==> src/smpc_pkg.sv <==
package smpc_pkg;

	// Command codes as seen in COMREG
	typedef enum logic [7:0] {
		MSHON   = 8'h00,
		SSHON   = 8'h02,
		SSHOFF  = 8'h03,
		SNDON   = 8'h06,
		SNDOFF  = 8'h07,
		CDON    = 8'h08,
		CDOFF   = 8'h09,
		INTBACK = 8'h10,
		SETTIME = 8'h16,
		NMIREQ  = 8'h18,
		RESENAB = 8'h19,
		RESDISA = 8'h1A
	} smpc_cmd_e;

	typedef enum logic [1:0] {
		SEQ_IDLE,
		SEQ_WAIT,
		SEQ_EXEC,
		SEQ_END
	} seq_state_e;

	typedef struct packed {
		logic [15:0] year;  // BCD, four digits
		logic [3:0]  dow;
		logic [3:0]  month; // Binary 1..12
		logic [7:0]  day;
		logic [7:0]  hour;
		logic [7:0]  min;
		logic [7:0]  sec;
	} smpc_time_t;

	localparam int WAIT_CNT_W = 16;

	// Service times in CE cycles
	localparam logic [WAIT_CNT_W-1:0] WAIT_ACCEPT   = 16'd90;
	localparam logic [WAIT_CNT_W-1:0] WAIT_LINE_CMD = 16'd120;
	localparam logic [WAIT_CNT_W-1:0] WAIT_CD_CMD   = 16'd159;
	localparam logic [WAIT_CNT_W-1:0] WAIT_MISC_CMD = 16'd127;
	localparam logic [WAIT_CNT_W-1:0] WAIT_SETTIME  = 16'd279;
	localparam logic [WAIT_CNT_W-1:0] WAIT_INTBACK  = 16'd800;

	// Odd byte addresses, {A,1}
	localparam logic [6:0] ADDR_IREG0  = 7'h01;
	localparam logic [6:0] ADDR_COMREG = 7'h1F;
	localparam logic [6:0] OREG_BASE   = 7'h21;
	localparam logic [6:0] OREG_LAST   = 7'h5F;
	localparam logic [6:0] ADDR_SR     = 7'h61;
	localparam logic [6:0] ADDR_SF     = 7'h63;

	localparam int OREG_DEPTH = 32;
	localparam int OREG_AW    = 5;
	localparam logic [OREG_AW-1:0] OREG_RESULT_IDX = 5'd31;

	localparam logic [7:0] INTBACK_STATUS_KEY = 8'hF0;

	localparam smpc_time_t RTC_DEFAULT = '{
		year:  16'h2024,
		dow:   4'd0,
		month: 4'd1,
		day:   8'h01,
		hour:  8'h00,
		min:   8'h00,
		sec:   8'h00
	};

endpackage

==> src/smpc_cmd_if.sv <==
// One-credit command hop from the host registers to the sequencer.
// The issuer owns one credit after reset and spends it with a single
// cmd_valid pulse; cmd and params hold until credit_ret comes back.
interface smpc_cmd_if;
	import smpc_pkg::*;

	logic            cmd_valid;
	smpc_cmd_e       cmd;
	logic [6:0][7:0] params;     // IREG0..IREG6
	logic            credit_ret;

	modport issuer (
		output cmd_valid,
		output cmd,
		output params,
		input  credit_ret
	);

	modport server (
		input  cmd_valid,
		input  cmd,
		input  params,
		output credit_ret
	);

endinterface

==> src/smpc_oreg.sv <==
module smpc_oreg (
	input  logic                         CLK,
	input  logic                         we,
	input  logic [smpc_pkg::OREG_AW-1:0] wa,
	input  logic [7:0]                   wd,
	input  logic [smpc_pkg::OREG_AW-1:0] ra,
	output logic [7:0]                   q
);
	import smpc_pkg::*;

	logic [7:0] mem [OREG_DEPTH];  // Maps to distributed RAM

	always_ff @(posedge CLK) begin
		if (we)
			mem[wa] <= wd;
	end

	// Host sees a write on the following cycle
	assign q = mem[ra];

endmodule

==> src/smpc_rtc.sv <==
module smpc_rtc #(
	parameter int TICKS_PER_SEC = 4000000
) (
	input  logic                 CLK,
	input  logic                 RST_N,
	input  logic                 CE,
	input  logic                 time_set,
	input  smpc_pkg::smpc_time_t set_time,
	output smpc_pkg::smpc_time_t rtc_time
);
	import smpc_pkg::*;

	smpc_time_t                         now;
	logic [$clog2(TICKS_PER_SEC)-1:0]   div_cnt;
	logic                               tick;
	logic                               sec_wrap;
	logic                               min_wrap;
	logic                               hour_wrap;
	logic                               day_wrap;
	logic                               year_wrap;
	logic                               month_end;
	logic [7:0]                         year_lo;
	logic [7:0]                         year_hi;

	// Two-digit BCD increment, 99 wraps to 00
	function automatic logic [7:0] bcd_inc(input logic [7:0] v);
		if (v == 8'h99)
			return 8'h00;
		else if (v[3:0] == 4'd9)
			return {v[7:4] + 4'd1, 4'd0};
		else
			return {v[7:4], v[3:0] + 4'd1};
	endfunction

	assign tick = CE && div_cnt == ($clog2(TICKS_PER_SEC))'(TICKS_PER_SEC - 1);

	always_comb begin
		case (now.month)
			4'd2:                    month_end = now.day == 8'h28;  // No leap years
			4'd4, 4'd6, 4'd9, 4'd11: month_end = now.day == 8'h30;
			default:                 month_end = now.day == 8'h31;
		endcase
	end

	// Carries ripple within one cycle so the record never shows a half step
	assign sec_wrap  = tick && now.sec == 8'h59;
	assign min_wrap  = sec_wrap && now.min == 8'h59;
	assign hour_wrap = min_wrap && now.hour == 8'h23;
	assign day_wrap  = hour_wrap && month_end;
	assign year_wrap = day_wrap && now.month == 4'd12;

	assign year_lo = bcd_inc(now.year[7:0]);
	assign year_hi = now.year[7:0] == 8'h99 ? bcd_inc(now.year[15:8]) : now.year[15:8];

	always_ff @(posedge CLK or negedge RST_N) begin
		if (!RST_N) begin
			now     <= RTC_DEFAULT;
			div_cnt <= '0;
		end else if (time_set) begin
			now     <= set_time;
			div_cnt <= '0;  // Full second after a set
		end else if (CE) begin
			div_cnt <= tick ? '0 : div_cnt + 1'b1;
			if (tick)
				now.sec <= sec_wrap ? 8'h00 : bcd_inc(now.sec);
			if (sec_wrap)
				now.min <= min_wrap ? 8'h00 : bcd_inc(now.min);
			if (min_wrap)
				now.hour <= hour_wrap ? 8'h00 : bcd_inc(now.hour);
			if (hour_wrap)
				now.day <= month_end ? 8'h01 : bcd_inc(now.day);
			if (day_wrap)
				now.month <= year_wrap ? 4'd1 : now.month + 4'd1;
			if (year_wrap)
				now.year <= {year_hi, year_lo};
		end
	end

	assign rtc_time = now;

	a_bcd_low_digits: assert property (@(posedge CLK) disable iff (!RST_N)
		now.sec[3:0] <= 4'd9 && now.min[3:0] <= 4'd9 && now.hour[3:0] <= 4'd9 &&
		now.day[3:0] <= 4'd9 && now.year[3:0] <= 4'd9);

endmodule

==> src/smpc_host_regs.sv <==
module smpc_host_regs (
	input  logic                         CLK,
	input  logic                         RST_N,
	input  logic [6:1]                   A,
	input  logic [7:0]                   DI,
	input  logic                         CS_N,
	input  logic                         RW_N,
	input  logic [7:0]                   oreg_q,
	input  logic                         status_done,
	input  logic                         cmd_end,
	output logic [7:0]                   DO,
	output logic [smpc_pkg::OREG_AW-1:0] oreg_ra,
	smpc_cmd_if.issuer                   cmd
);
	import smpc_pkg::*;

	logic [6:0]      byte_addr;
	logic [6:0]      oreg_off;
	logic [6:0]      ireg_off;
	logic            rw_n_old;
	logic            cs_n_old;
	logic            wr_stb;
	logic            rd_stb;
	logic            wr_com;
	logic            credit;
	logic            credit_avail;
	logic            pend;
	logic            issue;
	logic [6:0][7:0] ireg;
	logic [7:0]      comreg;
	logic [7:0]      sr;
	logic            sf;
	logic [7:0]      do_q;
	logic            valid_q;
	smpc_cmd_e       iss_cmd;
	logic [6:0][7:0] iss_params;
	logic            in_flight;

	assign byte_addr = {A, 1'b1};
	assign oreg_off  = byte_addr - OREG_BASE;
	assign ireg_off  = byte_addr - ADDR_IREG0;
	assign oreg_ra   = oreg_off[OREG_AW:1];

	assign wr_stb = !RW_N && rw_n_old && !CS_N;  // Falling RW_N
	assign rd_stb = !CS_N && cs_n_old && RW_N;   // Falling CS_N
	assign wr_com = wr_stb && byte_addr == ADDR_COMREG;

	// A returning credit can be spent in the same cycle
	assign credit_avail = credit || cmd.credit_ret;
	assign issue        = (wr_com || pend) && credit_avail;

	always_ff @(posedge CLK or negedge RST_N) begin
		if (!RST_N) begin
			rw_n_old <= 1'b1;
			cs_n_old <= 1'b1;
			ireg     <= '0;
			comreg   <= '0;
			sr       <= '0;
			sf       <= 1'b0;
			do_q     <= '0;
			credit   <= 1'b1;
			pend     <= 1'b0;
			valid_q  <= 1'b0;
			iss_cmd  <= MSHON;
		end else begin
			rw_n_old <= RW_N;
			cs_n_old <= CS_N;

			valid_q <= issue;
			credit  <= credit_avail && !issue;
			pend    <= (wr_com || pend) && !issue;  // Newer COMREG overwrites
			if (issue)
				iss_cmd <= smpc_cmd_e'(wr_com ? DI : comreg);

			if (wr_stb && byte_addr <= ADDR_IREG0 + 7'd12)
				ireg[ireg_off[3:1]] <= DI;
			if (wr_com)
				comreg <= DI;

			// Stays busy while a second command is queued
			if (wr_com || (wr_stb && byte_addr == ADDR_SF && DI[0]))
				sf <= 1'b1;
			else if (cmd_end && !pend)
				sf <= 1'b0;

			if (status_done)
				sr <= 8'h4F;  // Status report ready

			if (rd_stb) begin
				if (byte_addr <= OREG_LAST)
					do_q <= oreg_q;
				else begin
					case (byte_addr)
						ADDR_SR: do_q <= sr;
						ADDR_SF: do_q <= {7'b0000000, sf};
						default: do_q <= '0;
					endcase
				end
			end
		end
	end

	always_ff @(posedge CLK) begin
		if (issue)
			iss_params <= ireg;
	end

	// Command sent and its credit not yet back
	always_ff @(posedge CLK or negedge RST_N) begin
		if (!RST_N)
			in_flight <= 1'b0;
		else if (cmd.cmd_valid)
			in_flight <= 1'b1;
		else if (cmd.credit_ret)
			in_flight <= 1'b0;
	end

	assign DO            = do_q;
	assign cmd.cmd_valid = valid_q;
	assign cmd.cmd       = iss_cmd;
	assign cmd.params    = iss_params;

	a_valid_has_credit: assert property (@(posedge CLK) disable iff (!RST_N)
		cmd.cmd_valid |-> !in_flight);

endmodule

==> src/smpc_sequencer.sv <==
module smpc_sequencer (
	input  logic                         CLK,
	input  logic                         RST_N,
	input  logic                         CE,
	input  logic [3:0]                   AC,
	smpc_cmd_if.server                   cmd,
	input  smpc_pkg::smpc_time_t         rtc_time,
	output logic                         time_set,
	output logic                         oreg_we,
	output logic [smpc_pkg::OREG_AW-1:0] oreg_wa,
	output logic [7:0]                   oreg_wd,
	output logic                         status_done,
	output logic                         cmd_end,
	output logic                         MSHRES_N,
	output logic                         MSHNMI_N,
	output logic                         SSHRES_N,
	output logic                         SSHNMI_N,
	output logic                         SYSRES_N,
	output logic                         SNDRES_N,
	output logic                         CDRES_N,
	output logic                         MIRQ_N
);
	import smpc_pkg::*;

	seq_state_e              state;
	logic [WAIT_CNT_W-1:0]   timer;
	logic                    svc_phase;
	logic [OREG_AW-1:0]      oreg_cnt;
	logic                    resd;
	logic                    ste;
	logic                    credit_q;
	logic                    report_en;
	logic [7:0]              rpt_byte;

	function automatic logic [WAIT_CNT_W-1:0] svc_time(input smpc_cmd_e c);
		case (c)
			MSHON, SSHON, SSHOFF, SNDON, SNDOFF: return WAIT_LINE_CMD;
			CDON, CDOFF:                         return WAIT_CD_CMD;
			NMIREQ, RESENAB, RESDISA:            return WAIT_MISC_CMD;
			SETTIME:                             return WAIT_SETTIME;
			INTBACK:                             return WAIT_INTBACK;
			default:                             return WAIT_CNT_W'(1);
		endcase
	endfunction

	assign SYSRES_N = 1'b1;  // No system reset command left
	assign cmd.credit_ret = credit_q;
	assign report_en = cmd.cmd == INTBACK && cmd.params[2] == INTBACK_STATUS_KEY &&
		cmd.params[0][0];

	always_comb begin
		case (oreg_cnt)
			5'd0:            rpt_byte = {ste, resd, 6'b000000};
			5'd1:            rpt_byte = rtc_time.year[15:8];
			5'd2:            rpt_byte = rtc_time.year[7:0];
			5'd3:            rpt_byte = {rtc_time.dow, rtc_time.month};
			5'd4:            rpt_byte = rtc_time.day;
			5'd5:            rpt_byte = rtc_time.hour;
			5'd6:            rpt_byte = rtc_time.min;
			5'd7:            rpt_byte = rtc_time.sec;
			5'd9:            rpt_byte = {4'b0000, AC};
			5'd10:           rpt_byte = {4'b0011, ~MSHNMI_N, 1'b1, ~SYSRES_N, ~SNDRES_N};
			5'd11:           rpt_byte = {1'b0, ~CDRES_N, 6'b000000};
			OREG_RESULT_IDX: rpt_byte = cmd.cmd;
			default:         rpt_byte = 8'h00;
		endcase
	end

	always_ff @(posedge CLK or negedge RST_N) begin
		if (!RST_N) begin
			state       <= SEQ_IDLE;
			timer       <= '0;
			svc_phase   <= 1'b0;
			oreg_cnt    <= '0;
			resd        <= 1'b1;
			ste         <= 1'b0;
			MSHRES_N    <= 1'b1;
			MSHNMI_N    <= 1'b1;
			SSHRES_N    <= 1'b0;
			SSHNMI_N    <= 1'b1;
			SNDRES_N    <= 1'b0;
			CDRES_N     <= 1'b1;
			MIRQ_N      <= 1'b1;
			time_set    <= 1'b0;
			oreg_we     <= 1'b0;
			oreg_wa     <= '0;
			oreg_wd     <= '0;
			status_done <= 1'b0;
			cmd_end     <= 1'b0;
			credit_q    <= 1'b0;
		end else begin
			time_set    <= 1'b0;
			oreg_we     <= 1'b0;
			status_done <= 1'b0;
			cmd_end     <= 1'b0;
			credit_q    <= 1'b0;

			if (state == SEQ_IDLE) begin
				// Accepted regardless of CE, the pulse is one clock wide
				if (cmd.cmd_valid) begin
					timer     <= WAIT_ACCEPT - 1'b1;
					svc_phase <= 1'b0;
					oreg_cnt  <= '0;
					MIRQ_N    <= 1'b1;
					state     <= SEQ_WAIT;
				end
			end else if (CE) begin
				case (state)
					SEQ_WAIT: begin
						if (timer != '0)
							timer <= timer - 1'b1;
						else if (!svc_phase) begin
							svc_phase <= 1'b1;
							timer     <= svc_time(cmd.cmd) - 1'b1;
						end else
							state <= SEQ_EXEC;
					end
					SEQ_EXEC: begin
						oreg_we <= 1'b1;
						if (report_en) begin
							oreg_wa  <= oreg_cnt;
							oreg_wd  <= rpt_byte;
							oreg_cnt <= oreg_cnt + 1'b1;
							if (oreg_cnt == OREG_RESULT_IDX) begin
								status_done <= 1'b1;
								MIRQ_N      <= 1'b0;
								state       <= SEQ_END;
							end
						end else begin
							oreg_wa <= OREG_RESULT_IDX;
							oreg_wd <= cmd.cmd;
							case (cmd.cmd)
								MSHON: begin
									MSHRES_N <= 1'b1;
									MSHNMI_N <= 1'b1;
								end
								SSHON: begin
									SSHRES_N <= 1'b1;
									SSHNMI_N <= 1'b1;
								end
								SSHOFF: begin
									SSHRES_N <= 1'b0;
									SSHNMI_N <= 1'b1;
								end
								SNDON:   SNDRES_N <= 1'b1;
								SNDOFF:  SNDRES_N <= 1'b0;
								CDON:    CDRES_N  <= 1'b1;
								CDOFF:   CDRES_N  <= 1'b0;
								NMIREQ:  MSHNMI_N <= 1'b0;  // Released in END
								RESENAB: resd     <= 1'b0;
								RESDISA: resd     <= 1'b1;
								SETTIME: begin
									ste      <= 1'b1;
									time_set <= 1'b1;
								end
								default: ;
							endcase
							state <= SEQ_END;
						end
					end
					SEQ_END: begin
						if (cmd.cmd == NMIREQ)
							MSHNMI_N <= 1'b1;
						cmd_end  <= 1'b1;
						credit_q <= 1'b1;
						state    <= SEQ_IDLE;
					end
					default: state <= SEQ_IDLE;
				endcase
			end
		end
	end

	// New command only once the credit from SEQ_END is back
	a_cmd_when_idle: assert property (@(posedge CLK) disable iff (!RST_N)
		cmd.cmd_valid |-> state == SEQ_IDLE);

	a_params_held: assert property (@(posedge CLK) disable iff (!RST_N)
		state != SEQ_IDLE |-> $stable(cmd.params) && $stable(cmd.cmd));

endmodule

==> src/smpc_top.sv <==
module smpc_top #(
	parameter int TICKS_PER_SEC = 4000000
) (
	input  logic       CLK,
	input  logic       RST_N,
	input  logic       CE,
	input  logic [3:0] AC,
	input  logic [6:1] A,
	input  logic [7:0] DI,
	output logic [7:0] DO,
	input  logic       CS_N,
	input  logic       RW_N,
	output logic       MSHRES_N,
	output logic       MSHNMI_N,
	output logic       SSHRES_N,
	output logic       SSHNMI_N,
	output logic       SYSRES_N,
	output logic       SNDRES_N,
	output logic       CDRES_N,
	output logic       MIRQ_N
);
	import smpc_pkg::*;

	smpc_cmd_if cmd_bus ();

	logic [7:0]         oreg_q;
	logic [OREG_AW-1:0] oreg_ra;
	logic               oreg_we;
	logic [OREG_AW-1:0] oreg_wa;
	logic [7:0]         oreg_wd;
	logic               time_set;
	smpc_time_t         set_time;
	smpc_time_t         rtc_time;
	logic               status_done;
	logic               cmd_end;

	// IREG0..6 hold year hi/lo, dow+month, day, hour, min, sec
	assign set_time = {cmd_bus.params[0], cmd_bus.params[1], cmd_bus.params[2],
		cmd_bus.params[3], cmd_bus.params[4], cmd_bus.params[5], cmd_bus.params[6]};

	smpc_host_regs u_host_regs (
		.CLK         (CLK),
		.RST_N       (RST_N),
		.A           (A),
		.DI          (DI),
		.CS_N        (CS_N),
		.RW_N        (RW_N),
		.oreg_q      (oreg_q),
		.status_done (status_done),
		.cmd_end     (cmd_end),
		.DO          (DO),
		.oreg_ra     (oreg_ra),
		.cmd         (cmd_bus)
	);

	smpc_sequencer u_sequencer (
		.CLK         (CLK),
		.RST_N       (RST_N),
		.CE          (CE),
		.AC          (AC),
		.cmd         (cmd_bus),
		.rtc_time    (rtc_time),
		.time_set    (time_set),
		.oreg_we     (oreg_we),
		.oreg_wa     (oreg_wa),
		.oreg_wd     (oreg_wd),
		.status_done (status_done),
		.cmd_end     (cmd_end),
		.MSHRES_N    (MSHRES_N),
		.MSHNMI_N    (MSHNMI_N),
		.SSHRES_N    (SSHRES_N),
		.SSHNMI_N    (SSHNMI_N),
		.SYSRES_N    (SYSRES_N),
		.SNDRES_N    (SNDRES_N),
		.CDRES_N     (CDRES_N),
		.MIRQ_N      (MIRQ_N)
	);

	smpc_rtc #(
		.TICKS_PER_SEC (TICKS_PER_SEC)
	) u_rtc (
		.CLK      (CLK),
		.RST_N    (RST_N),
		.CE       (CE),
		.time_set (time_set),
		.set_time (set_time),
		.rtc_time (rtc_time)
	);

	smpc_oreg u_oreg (
		.CLK (CLK),
		.we  (oreg_we),
		.wa  (oreg_wa),
		.wd  (oreg_wd),
		.ra  (oreg_ra),
		.q   (oreg_q)
	);

endmodule

==> config.mk <==
export PLATFORM = sky130hd
export DESIGN_NAME = smpc_top
export DESIGN_NICKNAME = d
export VERILOG_FILES = /design/src/smpc_pkg.sv /design/src/smpc_cmd_if.sv /design/src/smpc_oreg.sv /design/src/smpc_rtc.sv /design/src/smpc_host_regs.sv /design/src/smpc_sequencer.sv /design/src/smpc_top.sv
export SDC_FILE = /design/constraint.sdc
export NUM_CORES = 1
export LEC_CHECK = 0
export ABC_AREA = 1
export BUFFER_PORTS_ARGS = -buffer_cell sky130_fd_sc_hd__buf_2
export CORE_ASPECT_RATIO = 0.9
export CORE_MARGIN = 2
export CORE_UTILIZATION = 45
export DETAILED_ROUTE_END_ITERATION = 7
export HOLD_SLACK_MARGIN = 0.15
export SKIP_LAST_GASP = 1
export SYNTH_ARGS = -nofsm -noshare
export SYNTH_HDL_FRONTEND = slang
export SYNTH_SLANG_ARGS = --single-unit
==> constraint.sdc <==
create_clock -name CLK -period 6.3 [get_ports CLK]
set_input_delay 1.26 -clock CLK [delete_from_list [all_inputs] [get_ports CLK]]
set_output_delay 1.26 -clock CLK [all_outputs]
set_load 0.02 [all_outputs]
==> impl_metrics.json <==
{
  "period_needed_ns": 3.32,
  "cts-root-buf": "clkbuf_16",
  "drv_cap": 0,
  "top_layer": "met4",
  "ys_seq_elements": 525,
  "setup_viol": 0,
  "synth_edf_count": 312,
  "critPathLaunchType": "input port",
  "hp-start": "u_host_regs.pend",
  "overflow": 0,
  "holdCritPathClass": "register to register",
  "cts_setup_buffers": 0,
  "clkTransAtPathRegs_ns": 0.06,
  "power_w": 0.00840,
  "vdd_ir_drop_max_mv": 0.223,
  "die_h_um": 219,
  "antenna_found_initial": 0,
  "startpoint": "A[4]",
  "avgSynthCellArea_um2": 10.3,
  "synth.distinct_cells": 54,
  "wl_met3_mm": 4.45,
  "gr-usage-all-layers_pct": 23.1,
  "placed_cell_area_um2": 24000,
  "cts_tree": "done",
  "start_util_pct": 45.8,
  "drtIter0Drc": 1735,
  "yosysTopAreaCell": "edfxtp_1",
  "nNetsFinal": 2359,
  "ys_seq_area_share_pct": 63.4,
  "end_kind": "register",
  "crit_required_ns": 6.51,
  "die_w_um": 243,
  "gp_congestion": 0.909,
  "holdBufCountCts": 0,
  "drc_errors": 0,
  "hold_viol": 0,
  "yosys_warnings": 0,
  "dp.final_hpwl_mm": 39.7,
  "vias_per_cell": 5.55,
  "die-area_um2": 53400,
  "io_buffer_count": 35,
  "p_per_area_nw_per_um2": 325,
  "r2r_start": "u_sequencer.time_set",
  "fin_tns_setup_ns": 0,
  "netlist_area_um2": 23200,
  "grt_pass1_wl_mm": 95.4,
  "wl_met2_mm": 27.1,
  "path_delay_family": "buffers and inverters",
  "cts-buffers-inserted": 55,
  "synthTopCellsByArea": "edfxtp_1, dfrtp_1, nand2_1, o21ai_0, nor2_1",
  "drive_above_1_share_pct": 7.94,
  "antenna_left": 0,
  "met1Wirelength_mm": 27.2,
  "syn_inst": 2260,
  "max_freq_mhz": 301,
  "coreArea_um2": 50700,
  "max_slew_margin_pct": 20.8,
  "grt_max_degree": 116,
  "cts_sinks": 525,
  "htree_num_levels": 2,
  "yosysTopAreaCellShare_pct": 40.4,
  "status": "completed",
  "leakage_nw": 10.1,
  "insertion_delay_ns": 0.63,
  "crit_chain": "buf_2 > inv_1 > nor3_1 > nand2_1 > inv_1 > nor2_1 > nor2_4 > buf_4",
  "critPathBufInv": 4,
  "antennaDiodeCount": 0,
  "tightest_slew_ns": 1.19,
  "rsz0062_at_grt": "false",
  "cts.path.max_buffers": 3,
  "synthToLayoutAreaGrowth_pct": 11.3,
  "wl_per_cell_um": 20.0,
  "finalClockSkew_ns": 0.0423,
  "rows": 78,
  "critPathArrivalTime_ns": 3.53,
  "slew_viol_final": 0,
  "first_pass_iters": 5,
  "vias": 16800,
  "max_stage_delay_ns": 0.67,
  "stdcell_area_um2": 25800,
  "io-pin-count": 39,
  "async_flop_share_pct": 40.6,
  "crit_top_cell": "inv_1",
  "cts_resized": 0,
  "critPathSlowestCell": "buf_4",
  "fin_crit_sh_pct": 52.7,
  "drt-total-wl_mm": 60.5,
  "nFillCells": 4545,
  "grt_pass1_vias": 16600,
  "path_class": "input port to register",
  "ys.flop_type": "edfxtp_1",
  "crit_fanout": 73
}
metal layers:
layer	GRT usage, %	vias to the layer above
met1	32.7	8190
li1	-	7947
met2	35.8	523
met3	4.56	101
met4	7.81	0
met5	0	-
area by class of cell:
class	instances	area [um2]	area share (%)
Sequential cell	525	14700	56.9
Multi-Input combinational cell	1465	7430	28.8
Timing Repair Buffer	51	305	1.18
Inverter	198	743	2.88
Tap cell	680	851	3.29
Clock buffer	76	1520	5.86
Clock inverter	27	275	1.07
layout by cell type, fill, tap and decap left out, types with 7 or more instances in the layout:
| master | instances |
|---|---|
| buf_4 | 16 |
| ha_1 | 40 |
| xor2_1 | 24 |
| nor2_2 | 7 |
| o21ai_1 | 34 |
| clkbuf_1 | 15 |
| inv_1 | 176 |
| edfxtp_1 | 312 |
| o2111ai_1 | 16 |
| o21ai_0 | 222 |
| o22ai_1 | 21 |
| dfrtp_1 | 200 |
| nor2_1 | 232 |
| buf_2 | 34 |
| nand2_1 | 430 |
| nand4_1 | 38 |
| dfstp_2 | 12 |
| o211ai_1 | 37 |
| nand3_1 | 152 |
| clkbuf_16 | 55 |
| clkinv_2 | 7 |
| nor3_1 | 30 |
| inv_2 | 18 |
| a22oi_1 | 46 |
| a21oi_1 | 68 |
| clkinv_1 | 13 |
cells by family after synthesis:
| group | Yosys count | share of synthesized area, % |
|---|---|---|
| xor gates and xnor gates | 30 | 1.13 |
| other | 1 | 0.0162 |
| buffers and inverters | 272 | 4.62 |
| AOI/OAI and AO/OA | 474 | 11.9 |
| DFF | 525 | 63.4 |
| muxes | 3 | 0.140 |
| and+or+nand+nor | 915 | 16.6 |
| adders and majority gates | 40 | 2.16 |
per-stage QoR:
stage                     instances  setup slack, ns  hold slack [ns]  utilization, %
after global placement         2919             2.44            0.415            47.5
final                          3022             2.98            0.424            51.0
after CTS                      3022             3.05            0.433            51.0
after global routing           3022             2.70            0.453            51.0
after detailed placement       2919             2.42            0.418            47.5
after floorplan                2262             3.25            0.393               -
power by group:
group          total (W)  switching, W  internal, W
clock network    0.00321       0.00137      0.00185
registers        0.00430      0.000246      0.00405
logic           0.000884      0.000653     0.000231
total            0.00840       0.00227      0.00613
sequential cells by signal, indices dropped and copies added (netlist names), 2 cells and up:
register	flops
u_host_regs.DO	8
u_host_regs.cmd.cmd	8
u_host_regs.cmd.params	56
u_host_regs.comreg	8
u_host_regs.ireg	56
u_oreg.mem	256
u_rtc.div_cnt	22
u_rtc.rtc_time	56
u_sequencer.oreg_cnt	5
u_sequencer.oreg_wa	5
u_sequencer.oreg_wd	8
u_sequencer.state	2
u_sequencer.timer	16
Yosys cell counts (all sizes together), types with 30 or more instances:
cell type,count
nand2,435
edfxtp,312
o21ai,257
nor2,241
dfrtp,201
inv,194
nand3,152
a21oi,68
a22oi,46
clkbuf,44
ha,40
nand4,38
o211ai,37
nor3,31
buf,30
worst paths after layout:
check | depth (start not counted) | slack, ns | end
worst max-delay path | 8 | 2.98 | u_host_regs.cmd.params[27]
worst min-delay path | 1 | 0.42 | u_host_regs.credit
worst max register to register | 6 | 3.27 | u_rtc.div_cnt[19]
worst min register to register | 1 | 0.42 | u_host_regs.credit
max in group asynchronous | 2 | 4.30 | u_sequencer.time_set
min in group asynchronous | 1 | 0.71 | u_host_regs.ireg[7]
No activity file was read; power rests on OpenSTA's default activity.
